--- src/logic/mem_pkg.sv ---
package mem_pkg;

	localparam int addr_w        = 32;
	localparam int data_w        = 32;
	localparam int num_masters   = 2;
	localparam int master_dcache = 0;             // Wins ties
	localparam int master_icache = 1;
	localparam int cache_lines   = 16;            // One word per line
	localparam int index_w       = 4;             // Address bits 5..2
	localparam int tag_w         = addr_w - 6;
	localparam int ram_words     = 1024;
	localparam int ram_addr_w    = 10;            // Address bits 11..2

	typedef logic [addr_w-1:0]      addr_t;
	typedef logic [data_w-1:0]      word_t;
	typedef logic [num_masters-1:0] grant_t;
	typedef logic [index_w-1:0]     index_t;
	typedef logic [tag_w-1:0]       tag_t;

	// One master at a time on the shared bus
	typedef struct packed {
		addr_t addr;
		word_t wdata;
		logic  rd;
		logic  wr;
	} bus_req_t;

	typedef struct packed {
		word_t rdata;                             // Zero outside the ready cycle
		logic  ready;
	} bus_rsp_t;

	typedef struct packed {
		addr_t addr;
		logic  req;
	} ic_cmd_t;

	typedef struct packed {
		addr_t addr;
		word_t wdata;
		logic  rd;
		logic  wr;
	} dc_cmd_t;

endpackage

--- src/logic/icache.sv ---
`timescale 1ns/1ps

module icache (
	input  logic              clk,
	input  logic              arst_n,
	input  mem_pkg::ic_cmd_t  cmd,
	output logic              wait_o,
	output mem_pkg::word_t    data,
	output logic              bus_rq,
	input  logic              bus_ack,
	output mem_pkg::bus_req_t bus_out,
	input  mem_pkg::bus_rsp_t bus_in
);

	typedef enum logic [1:0] {S_IDLE, S_REQ, S_WAIT} state_t;

	state_t                          state;
	state_t                          state_next;
	mem_pkg::tag_t                   tag_arr  [mem_pkg::cache_lines];
	mem_pkg::word_t                  data_arr [mem_pkg::cache_lines];
	logic [mem_pkg::cache_lines-1:0] valid;
	mem_pkg::index_t                 idx;
	mem_pkg::tag_t                   tag;
	logic                            hit;
	logic                            fill;

	assign idx  = cmd.addr[mem_pkg::index_w+1:2];
	assign tag  = cmd.addr[mem_pkg::addr_w-1:mem_pkg::index_w+2];
	assign hit  = valid[idx] && (tag_arr[idx] == tag);
	assign fill = (state == S_WAIT) && bus_in.ready;

	assign wait_o = cmd.req && (state != S_IDLE || !hit);
	assign bus_rq = (state != S_IDLE);

	always_comb
	begin
		state_next = state;
		case (state)
			S_IDLE:
			begin
				if (cmd.req && !hit)
				begin
					state_next = S_REQ;
				end
			end
			S_REQ:
			begin
				if (bus_ack)
				begin
					state_next = S_WAIT;              // Strobe goes out this cycle
				end
			end
			S_WAIT:
			begin
				if (bus_in.ready)
				begin
					state_next = S_IDLE;              // Retried as a hit
				end
			end
			default:
			begin
				state_next = S_IDLE;
			end
		endcase
	end

	// Nothing on the bus without the grant
	always_comb
	begin
		bus_out = '0;
		if (bus_ack)
		begin
			bus_out.addr = cmd.addr;
			bus_out.rd   = (state == S_REQ);
		end
	end

	always_ff @(posedge clk or negedge arst_n)
	begin
		if (!arst_n)
		begin
			state <= S_IDLE;
			valid <= '0;
		end
		else
		begin
			state <= state_next;
			if (fill)
			begin
				valid[idx] <= 1'b1;
			end
		end
	end

	always_ff @(posedge clk)
	begin
		if (fill)
		begin
			tag_arr[idx]  <= tag;
			data_arr[idx] <= bus_in.rdata;
		end
		if (cmd.req && hit && state == S_IDLE)
		begin
			data <= data_arr[idx];                // Valid the cycle after the request
		end
	end

endmodule

--- config.mk ---
export PLATFORM = sky130hd
export DESIGN_NAME = icache
export DESIGN_NICKNAME = d
export VERILOG_FILES = /design/src/logic/mem_pkg.sv /design/src/logic/icache.sv
export SDC_FILE = /design/constraint.sdc
export NUM_CORES = 1
export LEC_CHECK = 0
export ABC_AREA = 1
export CAP_MARGIN = 10
export CORE_MARGIN = 1
export CORE_UTILIZATION = 40
export CTS_CLUSTER_SIZE = 30
export DETAILED_ROUTE_END_ITERATION = 10
export DONT_BUFFER_PORTS = 1
export GPL_TIMING_DRIVEN = 1
export PLACE_DENSITY = 0.66
export SLEW_MARGIN = 20
export SYNTH_ARGS = -nofsm -noshare
export SYNTH_HDL_FRONTEND = slang
export SYNTH_SLANG_ARGS = --single-unit
--- constraint.sdc ---
create_clock -name clk -period 5.2 [get_ports clk]
set_clock_uncertainty 0.1 [all_clocks]
set_input_delay 1.56 -clock clk [delete_from_list [all_inputs] [get_ports clk]]
set_output_delay 1.56 -clock clk [all_outputs]
set_load 0.1 [all_outputs]
Word level (Yosys, flattened, before mapping):

Memories as Yosys holds them, arrays and structs flattened. A register that Yosys moved wholly into a read port is not among the register bits.
Index checks and enable logic that the tools add are counted.

* logic and storage cells: 37
* bits of input ports: 69
* output and inout port bits: 100
* bits in registers: 18
* memory bits (writable): 928
* memories kept: 2

* equality and inequality tests: 6
* $lt $le $gt $ge: 2
* multiplexer cells: 12
* reductions and logical operators: 12
* bitwise gates (word level): 1

Memories
* data_arr: depth 16, width 32, read ports 1, clocked after memory_dff 1, wr ports 1, line icache.sv:20 `mem_pkg::word_t data_arr [mem_pkg::cache_lines];`
* tag_arr: depth 16, width 26, read ports 1, clocked after memory_dff 0, wr ports 1, line icache.sv:19 `mem_pkg::tag_t tag_arr [mem_pkg::cache_lines];`

Operators by type and width (count)
* 2-to-1 mux 32 bit: 1
* equality test 26 bit: 1
* OR 16 bit: 1
* logical AND 1 bit: 7
* 2-to-1 mux 2 bit: 3
* != test 2 bit, second input constant: 3
* one-hot mux 2 bit (3 select lines): 1
* < comparator 4 x 5 -> 1 bit, second input constant: 1
* 2-to-1 mux 1 bit: 5
* binary-select mux 1 bit (select 4 bit): 1
* demux 1 bit (select 4 bit): 1
* >= comparator 4 x 1 -> 1 bit, second input constant: 1
* AND reduction 3 bit: 1
* equality test 2 x 1 -> 1 bit, second input constant: 1
* equality test 2 bit, second input constant: 1
* zero test 2 bit: 1
* nonzero test 2 bit: 1
* zero test 1 bit: 1
* logical OR 1 bit: 1

Depth between registers and ports, before layout:

* depth in word-level cells: 7
* gate-level depth with buffers: 19
* depth with buffers taken out: 16

Least setup slack after synthesis:

No wires, ideal clock.

* kind: in2out
* start: input cmd[3] (netlist name)
* end: output wait_o
* arrival time: 4.054 ns
* path slack: -0.514 ns
* required time: 3.540 ns
* stages on the path: 18
* buffers on the path: 3
* cells stage by stage: buf_4 > inv_4 > buf_6 > buf_2 > nand2_1 > nand2_1 > nand2_1 > nand2_1 > nand2_1 > nand2_1 > nor2_1 > o21ai_0 > nor2_1 > nand2_1 > nor2_1 > nand2_1 > nor2_1 > nor2_1

* cells in the longest elaborated chain, start to end: 6
* elaborated cells between the ends (all ways): 8
* those cells by class: 1 x eq/ne; 2 x mux; 4 x reduce/logical; 1 x memory

RTL lines
* from (decl): line icache.sv:6 `input mem_pkg::ic_cmd_t cmd,`
* memory (16 x 26 bit) / binary-select mux 1 bit (select 4 bit) (equally long branches)
* equality test 26 bit / 2-to-1 mux 1 bit (equally long branches): line icache.sv:29 `assign hit = valid[idx] && (tag_arr[idx] == tag);`
* logical AND 1 bit *: line icache.sv:29
* zero test 1 bit *: line icache.sv:32 `assign wait_o = cmd.req && (state != S_IDLE || !hit);`
* logical OR 1 bit *: line icache.sv:32
* logical AND 1 bit *: line icache.sv:32
* to (decl): line icache.sv:7 `output logic wait_o,`

Every way passes the cells marked *; elsewhere a longest branch is shown, timed or not. The select of a mux whose other input is x is not followed.

Worst setup path in the final report:

Same ends and word-level chain as after synthesis.

==> summary.txt <==
Outcome
  – Outcome: completed

Finish
  – Fin area: 0.04317 mm²
  – Fin nets: 2977
  – Non-filler cells, final: 4234
  – ANT cells: 0
  – Filler cells: 8149
  – Area Overhead vs Synth: 13.33%
  – Layout cells sized above 1: 8.658%

STA
  – Final setup viols: 0
  – Crit share post-route: 97.78%
  – Setup_tns: 0 ns
  – Max Clk Rate: 0.1967 GHz
  – Worst slew pin tran: 1.152 ns
  – Final Hold Viols: 0
  – Pins Over Slew Limit: 0
  – Worst Hold Margin: 0.3561 ns
  – Rel. slew slack: 23.38%
  – Min Tclk post-route: 5.085 ns

Power
  – Switch Pwr: 3.668 mW
  – Switching share of power: 22.29%
  – Worst vdd ir: 0.0003034 V
  – Leak: 15.48 nW
  – Clock power frac: 40.6%
  – Combinational power share: 6.1%
  – Seq pwr share: 53.3%
  – Pwr/cell area: 381.2 mW/mm²
  – Pint: 12.79 mW

Setup path
  – Setup crit end: wait_o
  – CP endpoint kind: primary output
  – Cell Chain, Critical Path: inv_8 -> buf_16 -> nor2_4 -> nand2_1 -> nand4_1 -> nand2_1 -> nand2_1 -> nor2_1 -> nand2_1 -> nor2_1 -> nand2_1 -> nor2_1 -> nand2_1 -> nor2_1 -> nor2_2 -> buf_12
  – CP max stage delay: 0.21 ns
  – CP top delay family: simple AND/OR/NAND/NOR gates
  – R2R Setup Slk: 2.08 ns
  – Arr. time, crit path: 3.42 ns
  – CP startpoint: cmd[3]
  – R2R Path Start: state[0]
  – Worst Reg-to-Reg Cells: 6
  – Worst Path Max Fanout: 170
  – CP max stage cell: nor2_1
  – Buffers and inverters on the worst path: 3
  – CP dominant cell by count: nand2_1
  – Crit path depth: 16
  – Setup Crit Path Kind: in -> out
  – Worst Setup Start Kind: input pin
  – FF-to-FF End: tag_arr[4][2]
  – Worst path required time: 3.54 ns

GRT
  – Pin count of the biggest net entering global routing: 171
  – First-pass GRT wire length: 140.4 mm
  – Gr usage total: 19.41%
  – Via count of the first global-routing pass: 21790
  – Initial antenna violation count: 1
  – Total gr overflow: 0

CTS
  – Post-CTS Hold Fix Bufs: 0
  – CTS Buffer Depth: 3
  – Inserted Clock Buffers: 90
  – Clock root buffer: clkbuf_16
  – CTS tree: yes
  – Total clock sinks: 978
  – CTS clock-pin slew for the worst setup and hold paths: 0.06 ns
  – Worst-Skew Late Latency: 0.66 ns
  – H-tree depth: 3

Placement
  – Placer Congestion: 0.8058
  – HPWL Detailed: 49.37 mm
  – DP Area: 0.04005 mm²
  – Port-buffer cells: 0
  – Placed cell count: 4066

Route
  – Drt pass-1 iters: 5
  – Remaining DRCs: 0
  – Final ANT Viol Nets: 0
  – Total number of vias: 22740
  – DRT iter0 DRCs: 2231
  – WL per Instance: 22.56 µm
  – Drt total wl: 95.51 mm
  – Via-to-Cell Ratio: 5.370

Logic synthesis
  – Syn avg cell area: 13.23 µm²
  – Synth Register Bits: 978
  – Yosys warns: 0
  – Synthesized cell area: 0.03809 mm²
  – Post-synth cell types: 25
  – Post-synthesis cell count: 2878
  – Sequential share of the synthesized area: 76.87%

Floorplanning
  – FP Rows: 112
  – Die Wd: 310.6 µm
  – Initial Util: 40.63%
  – Core region area: 0.09375 mm²
  – I/O pin count: 169
  – Die Y: 310.6 µm
  – Die footprint: 0.09646 mm²

Job
  – Max_cap viols: 0

Hold path
  – Hold Crit Class: reg -> reg
==> per-layer routing <==
| metal | GRT usage (%) | wire length, µm | vias to the layer above |
|---|---|---|---|
| met5 | 0 | 0 | - |
| met4 | 4.512 | 1633 | 0 |
| met3 | 3.999 | 8099 | 127 |
| met2 | 30.85 | 45150 | 964 |
| met1 | 27.40 | 40620 | 11340 |
| li1 | - | - | 10310 |
==> layout make-up <==
type                       instances  area, µm²  area share, %
tap                             1254       1569          3.635
clock inverter                    59      600.6          1.391
sequential                       978      29280          67.83
timing repair buffer              87       1140          2.641
clock buffer                     105       2351          5.446
inverter                          70      297.8         0.6899
multi-input combinational       1681       7930          18.37
==> kinds of logic after synthesis <==
logic type	count (synthesis)	share of synthesized area, %
flip-flops	978	76.87
buffers and inverters	251	3.124
other	1	0.009846
AND/OR/NAND/NOR	1205	12.40
AO/OA/AOI/OAI	443	7.595
==> cell usage in the layout, fill, tap and decap left out, drive strengths merged <==
cell type  instances
clkinvlp           2
edfxtp           960
nor3               2
buf               84
nor2              67
or2                3
nand3             36
or4               32
dfrtp             18
bufinv            12
conb              33
clkbuf           108
nand2           1059
inv               72
o21bai            14
clkinv            43
nand4              6
a21oi            136
a22oi            256
o21ai             37
==> worst min-delay path, delay by kind of cell (launching register included) <==
| kind | cells | cell delay, ns |
|---|---|---|
| AO/OA/AOI/OAI | 1 | 0.06 |
| flip-flops | 1 | 0.32 |
| buffers and inverters | 1 | 0.04 |
==> state kept, by name, indices dropped and copies added (netlist names) <==
name and flops:
valid 16, state 2, data 32, tag_arr 416, data_arr 512
==> power by group through the flow <==
stage               Clock, mW  Combinational, mW  Sequential, mW
global placement            0              0.978            8.94
finish                   6.67               1.01            8.77
global route             7.06               1.08            8.78
detailed placement          0              0.982            8.94
floorplan                   0              0.771            8.94
CTS                      6.75              0.988            8.77
==> worst min path at each step <==
stage / startpoint / endpoint / slack (ns) / cells after the start
floorplan: valid[12] / valid[12] / 0.33 / 2
global placement: valid[11] / valid[11] / 0.34 / 2
detailed placement: valid[11] / valid[11] / 0.34 / 2
CTS: valid[13] / valid[13] / 0.36 / 2
global route: valid[8] / valid[8] / 0.37 / 1
finish: valid[13] / valid[13] / 0.36 / 2
==> cells in the mapped netlist <==
| cell type | n | area share [%] |
|---|---|---|
| nand2_1 | 1059 | 10 |
| edfxtp_1 | 960 | 76 |
| a22oi_1 | 256 | 5.0 |
| a21oi_1 | 136 | 1.8 |
| buf_2 | 76 | 1.0 |
| inv_1 | 65 | 0.64 |
| nor2_1 | 63 | 0.62 |
| clkbuf_1 | 57 | 0.56 |
| buf_4 | 36 | 0.71 |
| nand3_1 | 36 | 0.47 |
| o21ai_0 | 35 | 0.46 |
| or4_1 | 32 | 0.63 |
| dfrtp_1 | 18 | 1.2 |
| o21bai_1 | 14 | 0.28 |
| buf_1 | 10 | 0.099 |
| nand4_1 | 6 | 0.099 |
| nor2_2 | 4 | 0.066 |
| or2_2 | 3 | 0.049 |
| buf_6 | 2 | 0.059 |
| clkinv_1 | 2 | 0.020 |
| inv_2 | 2 | 0.020 |
| nor3_1 | 2 | 0.026 |
| o21ai_1 | 2 | 0.026 |
| conb_1 | 1 | 0.0098 |
| inv_4 | 1 | 0.016 |
==> stage by stage <==
stage	power [mW]	setup WS, ns	utilization, %
finish	16.45	0.1154	46.04
global route	16.91	-0.0007456	46.04
CTS	16.52	0.05811	45.87
detailed placement	9.926	0.06015	42.72
global placement	9.919	0.1035	42.72
floorplan	9.713	-0.4623	-
==> repair_timing <==
action | 4_1_cts | 5_1_grt
gates resized for setup | 0 | 17
setup buffers | 0 | 1
setup endpoints to repair | 0 | 1
(Power assumes the default switching activity.)
