File: config.mk
export PLATFORM = sky130hd
export DESIGN_NAME = dcache
export DESIGN_NICKNAME = d
export VERILOG_FILES = /design/src/logic/mem_pkg.sv /design/src/logic/dcache.sv
export SDC_FILE = /design/constraint.sdc
export NUM_CORES = 1
export LEC_CHECK = 0
export BUFFER_PORTS_ARGS = -buffer_cell sky130_fd_sc_hd__clkbuf_2
export CORE_MARGIN = 2
export CORE_UTILIZATION = 55
export CTS_CLUSTER_SIZE = 16
export DETAILED_ROUTE_END_ITERATION = 10
export PLACE_DENSITY = 0.73
export SLEW_MARGIN = 10
export SYNTH_ARGS = -nofsm -noshare
export SYNTH_HDL_FRONTEND = slang
export SYNTH_SLANG_ARGS = --single-unit
File: constraint.sdc
create_clock -name clk -period 4.9 [get_ports clk]
set_clock_uncertainty 0.15 [all_clocks]
set_input_delay 0.49 -clock clk [delete_from_list [all_inputs] [get_ports clk]]
set_output_delay 0.49 -clock clk [all_outputs]
set_load 0.01 [all_outputs]
File: src/logic/mem_pkg.sv
package mem_pkg;

	localparam int addr_w        = 32;
	localparam int data_w        = 32;
	localparam int num_masters   = 2;
	localparam int master_dcache = 0;             // Wins ties
	localparam int master_icache = 1;
	localparam int cache_lines   = 16;            // One word per line
	localparam int index_w       = 4;             // Address bits 5..2
	localparam int tag_w         = addr_w - 6;
	localparam int ram_words     = 1024;
	localparam int ram_addr_w    = 10;            // Address bits 11..2

	typedef logic [addr_w-1:0]      addr_t;
	typedef logic [data_w-1:0]      word_t;
	typedef logic [num_masters-1:0] grant_t;
	typedef logic [index_w-1:0]     index_t;
	typedef logic [tag_w-1:0]       tag_t;

	// One master at a time on the shared bus
	typedef struct packed {
		addr_t addr;
		word_t wdata;
		logic  rd;
		logic  wr;
	} bus_req_t;

	typedef struct packed {
		word_t rdata;                             // Zero outside the ready cycle
		logic  ready;
	} bus_rsp_t;

	typedef struct packed {
		addr_t addr;
		logic  req;
	} ic_cmd_t;

	typedef struct packed {
		addr_t addr;
		word_t wdata;
		logic  rd;
		logic  wr;
	} dc_cmd_t;

endpackage

File: src/logic/dcache.sv
`timescale 1ns/1ps

module dcache (
	input  logic              clk,
	input  logic              arst_n,
	input  mem_pkg::dc_cmd_t  cmd,
	output logic              wait_o,
	output mem_pkg::word_t    rd_data,
	output logic              bus_rq,
	input  logic              bus_ack,
	output mem_pkg::bus_req_t bus_out,
	input  mem_pkg::bus_rsp_t bus_in
);

	typedef enum logic [1:0] {S_IDLE, S_REQ, S_WAIT, S_DONE} state_t;

	state_t                          state;
	state_t                          state_next;
	mem_pkg::tag_t                   tag_arr  [mem_pkg::cache_lines];
	mem_pkg::word_t                  data_arr [mem_pkg::cache_lines];
	logic [mem_pkg::cache_lines-1:0] valid;
	mem_pkg::index_t                 idx;
	mem_pkg::tag_t                   tag;
	logic                            hit;
	logic                            need_bus;
	logic                            xfer_done;

	assign idx       = cmd.addr[mem_pkg::index_w+1:2];
	assign tag       = cmd.addr[mem_pkg::addr_w-1:mem_pkg::index_w+2];
	assign hit       = valid[idx] && (tag_arr[idx] == tag);
	assign need_bus  = cmd.wr || (cmd.rd && !hit);    // Writes always go through
	assign xfer_done = (state == S_WAIT) && bus_in.ready;

	assign bus_rq  = (state == S_REQ) || (state == S_WAIT);
	assign rd_data = data_arr[idx];                  // Hit word or the fresh line in S_DONE

	always_comb
	begin
		case (state)
			S_IDLE:  wait_o = need_bus;
			S_DONE:  wait_o = 1'b0;
			default: wait_o = 1'b1;
		endcase
	end

	always_comb
	begin
		state_next = state;
		case (state)
			S_IDLE:
			begin
				if (need_bus)
				begin
					state_next = S_REQ;
				end
			end
			S_REQ:
			begin
				if (bus_ack)
				begin
					state_next = S_WAIT;
				end
			end
			S_WAIT:
			begin
				if (bus_in.ready)
				begin
					state_next = S_DONE;
				end
			end
			S_DONE:
			begin
				state_next = S_IDLE;              // Requester moves on after this cycle
			end
			default:
			begin
				state_next = S_IDLE;
			end
		endcase
	end

	always_comb
	begin
		bus_out = '0;
		if (bus_ack)
		begin
			bus_out.addr  = cmd.addr;
			bus_out.wdata = cmd.wr ? cmd.wdata : '0;
			bus_out.rd    = (state == S_REQ) && cmd.rd;
			bus_out.wr    = (state == S_REQ) && cmd.wr;
		end
	end

	always_ff @(posedge clk or negedge arst_n)
	begin
		if (!arst_n)
		begin
			state <= S_IDLE;
			valid <= '0;
		end
		else
		begin
			state <= state_next;
			if (xfer_done && !cmd.wr)
			begin
				valid[idx] <= 1'b1;               // Allocate on read miss only
			end
		end
	end

	always_ff @(posedge clk)
	begin
		if (xfer_done)
		begin
			if (cmd.wr)
			begin
				if (hit)
				begin
					data_arr[idx] <= cmd.wdata;   // Keep a hitting line current
				end
			end
			else
			begin
				tag_arr[idx]  <= tag;
				data_arr[idx] <= bus_in.rdata;
			end
		end
	end

endmodule

* Yosys cells after proc, flatten, opt, wreduce, memory -nomap -nowiden *
Memories as Yosys holds them, arrays and structs flattened.
Cells that the tools add are included.

operators by class
  equality and inequality tests = 7
  mux-type cells = 19
  bitwise gates (word level) = 2
  order comparisons = 2
  reduce and logical (&&, ||, !) cells = 13

operator list
  kind                                                                number
  two-way mux 66 bit                                                  1
  two-way mux 32 bit                                                  2
  == test 26 bit                                                      1
  OR 16 bit                                                           1
  two-way mux 1 bit                                                   9
  case mux 2 bit (4 select lines)                                     1
  logical AND 1 bit                                                   7
  two-way mux 2 bit                                                   3
  != test 2 bit (second input constant)                               3
  less-than comparator 4 x 5 -> 1 bit (second input constant)         1
  binary-select mux 1 bit (select 4 bit)                              1
  demux 1 bit (select 4 bit)                                          1
  == test 2 bit (second input constant)                               2
  greater-or-equal comparator 4 x 1 -> 1 bit (second input constant)  1
  AND reduction 3 bit                                                 1
  == test 2 x 1 -> 1 bit (second input constant)                      1
  logical NOT 1 bit                                                   2
  logical NOT 2 bit                                                   1
  logical OR 1 bit                                                    2
  case mux 1 bit (2 select lines)                                     1
  OR 1 bit                                                            1

storage, ports and cells
  memory bits (writable) = 928
  bits of input ports = 102
  memories = 2
  logic and storage cells = 47
  flip-flop bits (word level) = 18
  output and inout port bits = 100

memories
  name      words  bits a word  read ports  clocked after Yosys merged registers in  write ports  RTL line      text
  data_arr  16     32           1           0                                        1            dcache.sv:20  mem_pkg::word_t data_arr [mem_pkg::cache_lines];
  tag_arr   16     26           1           0                                        1            dcache.sv:19  mem_pkg::tag_t tag_arr [mem_pkg::cache_lines];

* Depth between registers and ports, before layout *
  depth after elaboration = 8
  mapped depth = 14
  mapped depth without buffers = 9

* Least setup slack after synthesis *
No wires, ideal clock.

  path type = input to register
  start point = input cmd[36] in the netlist's numbering
  end point = memory data_arr[11][0] in the netlist's numbering, enable pin
  cell stages on the path = 12
  required time = 4329 ps
  data arrival time = 4195 ps
  slack = 134 ps
  cell sequence = buf_6 -> buf_12 -> buf_2 -> mux4_2 -> mux2i_1 -> mux2i_1 -> xor2_1 -> a221oi_1 -> nand4_1 -> o31ai_1 -> nand3_1 -> nor2_1

between the ends
  longest elaborated chain between the ends = 8
  elaborated cells between the ends (all ways) = 10
  classes of those cells = eq/ne: 1; mux: 6; bitwise: 1; reduce/logical: 1; memory: 1

RTL lines
  element                                                                                RTL line       text
  start: declaration                                                                     dcache.sv:6    input mem_pkg::dc_cmd_t cmd,
  memory (16 x 26 bit) / binary-select mux 1 bit (select 4 bit) (equally long branches)  n/a
  == test 26 bit / two-way mux 1 bit (equally long branches)                             dcache.sv:30   assign hit = valid[idx] && (tag_arr[idx] == tag);
  logical AND 1 bit                                                                      dcache.sv:30
  two-way mux 1 bit                                                                      dcache.sv:117  if (hit)
  two-way mux 1 bit                                                                      dcache.sv:115  if (cmd.wr)
  two-way mux 1 bit                                                                      dcache.sv:113  if (xfer_done)
  two-way mux 1 bit (implied by the code)                                                dcache.sv:119  data_arr[idx] <= cmd.wdata;
  OR 1 bit (no line)                                                                     n/a
  end: declaration                                                                       dcache.sv:20

Parallel ways exist; a longest one is shown, timed or not. The select of a mux whose other input is x is not followed.

* Final worst setup path *
  start point = memory tag_arr[11][1] in the netlist's numbering
  end point = output wait_o

between the ends
  longest elaborated chain between the ends = 7

RTL lines
  element                          RTL line      text
  start: declaration               dcache.sv:19
  memory (16 x 26 bit)             n/a
  == test 26 bit                   dcache.sv:30
  logical AND 1 bit                dcache.sv:30
  logical NOT 1 bit                dcache.sv:31  assign need_bus = cmd.wr || (cmd.rd && !hit);
  logical AND 1 bit                dcache.sv:31
  logical OR 1 bit                 dcache.sv:31
  case mux 1 bit (2 select lines)  dcache.sv:39  case (state)
  end: declaration                 dcache.sv:7   output logic wait_o,

Every way passes these cells.

==> flow_metrics.env <==
export IMPL_status="complete, no violations"
export IMPL_path_cells="mux4_2 > o2bb2ai_1 > nor4_1 > buf_4 > nor3_1 > nor4_1 > nand4_1 > o31a_1 > nor2_1 > a21oi_1 > clkbuf_2"
export IMPL_synth_mux_area_share_pct=16.6
export IMPL_worstPathMaxFanout=2
export IMPL_synth_ff_type="edfxtp_1"
export IMPL_slew_viol_final=0
export IMPL_crit_required_ps=4260
export IMPL_htree_levels=3
export IMPL_synth_fa_ha_area_share_pct=0.166
export IMPL_hold_depth=1
export IMPL_utilization_pct=64.6
export IMPL_dr_pass1_iters=6
export IMPL_grt_pass1_vias=19900
export IMPL_antenna_found_initial=3
export IMPL_drtIter0Drc=2049
export IMPL_dr_total_vias=19400
export IMPL_hold_start="cmd[41]"
export IMPL_ys_ff_latch=946
export IMPL_setup_viol=0
export IMPL_fin_area_um2=43500
export IMPL_grt_start_max_net_pins=77
export IMPL_synth_edf_count=928
export IMPL_postCtsSetupBuffers=0
export IMPL_place_congestion=0.782
export IMPL_rows=95
export IMPL_finish_net_count=2224
export IMPL_cts_buffers=95
export IMPL_crit_top_cell="nor4_1"
export IMPL_grt_pass1_wl_mm=130
export IMPL_initial_core_util_pct=55.8
export IMPL_final_hold_viol_count=0
export IMPL_min_to="tag_arr[5][1]$_DFFE_PP_"
export IMPL_drive_gt1_share_pct=32.8
export IMPL_wirelength_mm=88.1
export IMPL_io_buffers=201
export IMPL_ir_worst_vdd_v=0.000306
export IMPL_worstPathArrival_ps=3830
export IMPL_synthSimpleGateAreaFrac_pct=4.02
export IMPL_cts_sink_count=946
export IMPL_relSlewSlack_pct=16.4
export IMPL_worst_path_max_delay_cell="mux4_2"
export IMPL_path_class="flip-flop to output port"
export IMPL_ff2ff_setup_slack_ps=580
export IMPL_tightestPinTransition_ps=1250
export IMPL_clock_path_buffers=3
export IMPL_post_drt_wl_per_cell_um=28.8
export IMPL_synth_compound_area_share_pct=1.91
export IMPL_critPathBufInv=2
export IMPL_rsz0062_at_grt="no"
export IMPL_syn_avg_cell_area_um2=20.6
export IMPL_synth_nets=1934
export IMPL_ys_seq_area_share_pct=75.3
export IMPL_cts_root_buf="clkbuf_16"
export IMPL_r2r_end="data_arr[9][13]$_DFFE_PP_"
export IMPL_coreArea_um2=67400
export IMPL_drt_antenna_violating_nets=0
export IMPL_post_route_period_util_pct=91.1
export IMPL_p_per_area_nw_per_um2=405
export IMPL_crit_path_start_kind="flip-flop"
export IMPL_area_growth_pct=15.7
export IMPL_die_width_um=266
export IMPL_synth_cells=1827
export IMPL_leakage_nw=14.8
export IMPL_clock_fmax_mhz=224
export IMPL_grt_total_usage_pct=25.4
export IMPL_async_flop_share_pct=1.90
export IMPL_overflow=0
export IMPL_slowest_delay_ps=490
export IMPL_worstHoldPathType="input pin to flip-flop"
export IMPL_cts_tree="done"
export IMPL_synthesis_area_um2=37600
export IMPL_place_area_um2=40500
export IMPL_yosys_warnings=0
export IMPL_cp_top_family="simple AND/OR/NAND/NOR gates"
export IMPL_maxCapViolCount=0
export IMPL_die_area_um2=70500
export IMPL_rr_worst_depth=12
export IMPL_dp_hpwl_mm=51.5
export IMPL_clkTransAtPathRegs_ps=60
export IMPL_synth_distinct_cells=56
export IMPL_drc_errors=0
export IMPL_clk_latency_ps=660
export IMPL_period_minus_slack_ps=4470
export IMPL_detail_route_vias_per_cell=6.32
export IMPL_boundaryPins=202
export IMPL_cp_end_kind="output port"
export IMPL_reg2reg_from="tag_arr[11][1]$_DFFE_PP_"
export IMPL_synth_top_family_by_area="multiplexers"
export IMPL_die_height_um=266
export IMPL_synth_xor_xnor_area_share_pct=0.559
[repair_timing]
| item | 4_1_cts | 5_1_grt |
|---|---|---|
| resized for setup | 0 | 0 |
| hold endpoints to repair | 18 | 0 |
| hold buffers | 1 | 0 |
[cells by family (layout without fill, tap and decap cells)]
kind of cell,count (synthesis),after routing
buffers and inverters,109,471
AND/OR/NAND/NOR,301,301
adder cells (fa/ha/maj),5,5
multiplexers,343,343
flip-flops,946,946
XOR/XNOR,24,24
AO/OA/AOI/OAI,99,99
other,0,3
[synthesized netlist by cell type, types with 18 or more instances]
master / n / area (µm²)
or2_2: 18 / 113
mux2i_1: 104 / 1040
and2_1: 35 / 219
clkbuf_1: 47 / 176
edfxtp_1: 928 / 27900
buf_2: 23 / 115
a22oi_1: 32 / 240
nor2_1: 42 / 158
and3_1: 38 / 238
nand2_1: 109 / 409
dfrtp_1: 18 / 450
mux4_2: 223 / 5020
[worst reg2reg max path, cell delays in order, from the launching register on]
cell and delay (ps):
edfxtp_1 360, mux4_2 490, o2bb2ai_1 150, nor4_1 360
buf_4 190, nor3_1 60, nor4_1 370, nand4_1 350
o31ai_1 540, buf_4 230, nand2b_1 240, nor2_4 220
buf_12 260
[sequential cells by signal, indices dropped and copies added (netlist names)]
signal / count
state: 2
data_arr: 512
tag_arr: 416
valid: 16
[layer usage]
layer	track usage [%]	vias to the layer above	part of all wire [%]
li1	-	8109	-
met1	33.7	10200	38
met2	42.7	877	51
met3	4.77	167	7.4
met4	8.73	2	3.1
met5	0	-	0.017
[stage by stage]
| step | instances | setup TNS, ps | power, mW | setup WS [ps] | hold slack (ps) |
|---|---|---|---|---|---|
| floorplan | 1827 | 0 | 10.2 | 134 | 44.4 |
| global placement | 2892 | 0 | 10.7 | 12.1 | 297 |
| detailed placement | 2892 | -447 | 10.8 | -13.4 | 299 |
| CTS | 3062 | 0 | 17.7 | 460 | 74.4 |
| global route | 3064 | 0 | 18.1 | 337 | 108 |
| finish | 3065 | 0 | 17.6 | 434 | 107 |
[cells in the final DEF, fill, tap and decap left out, drive strengths merged, types with 18 or more instances in the layout]
cell type | netlist | layout
buf | 52 | 93
clkinv | 0 | 38
mux4 | 223 | 223
nand2 | 109 | 109
or2 | 18 | 18
a22oi | 32 | 32
dfrtp | 18 | 18
clkbuf | 47 | 317
edfxtp | 928 | 928
mux2i | 104 | 104
and3 | 38 | 38
and2 | 35 | 35
nor2 | 42 | 42
[report_power, final]
group,internal [mW],switching [mW],total (mW)
sequential,9.17,0.0517,9.22
combinational,0.531,0.888,1.42
clock,3.98,3.00,6.98
[final cells by class]
cell class	instances	area [µm²]
antenna	3	7.51
clock buffer	119	2530
clock inverter	50	458
fill	4331	23900
inverter	10	37.5
multi-input combinational	772	8990
sequential	946	28300
tap	873	1090
timing repair buffer	292	2090
[how the worst max path moves through the flow]
stage                                         from                    endpoint  slack [ps]  cells after the start
final                     tag_arr[11][1]$_DFFE_PP_                      wait_o         430                     11
after global routing                       cmd[36]                      wait_o         340                     12
after CTS                                  cmd[36]                      wait_o         460                     12
after detailed placement                   cmd[36]   data_arr[9][12]$_DFFE_PP_         -10                     13
after global placement                     cmd[36]  data_arr[10][18]$_DFFE_PP_          10                     13
after floorplan                            cmd[36]   data_arr[11][0]$_DFFE_PP_         130                     12
Power figures use the tool's default switching activity.
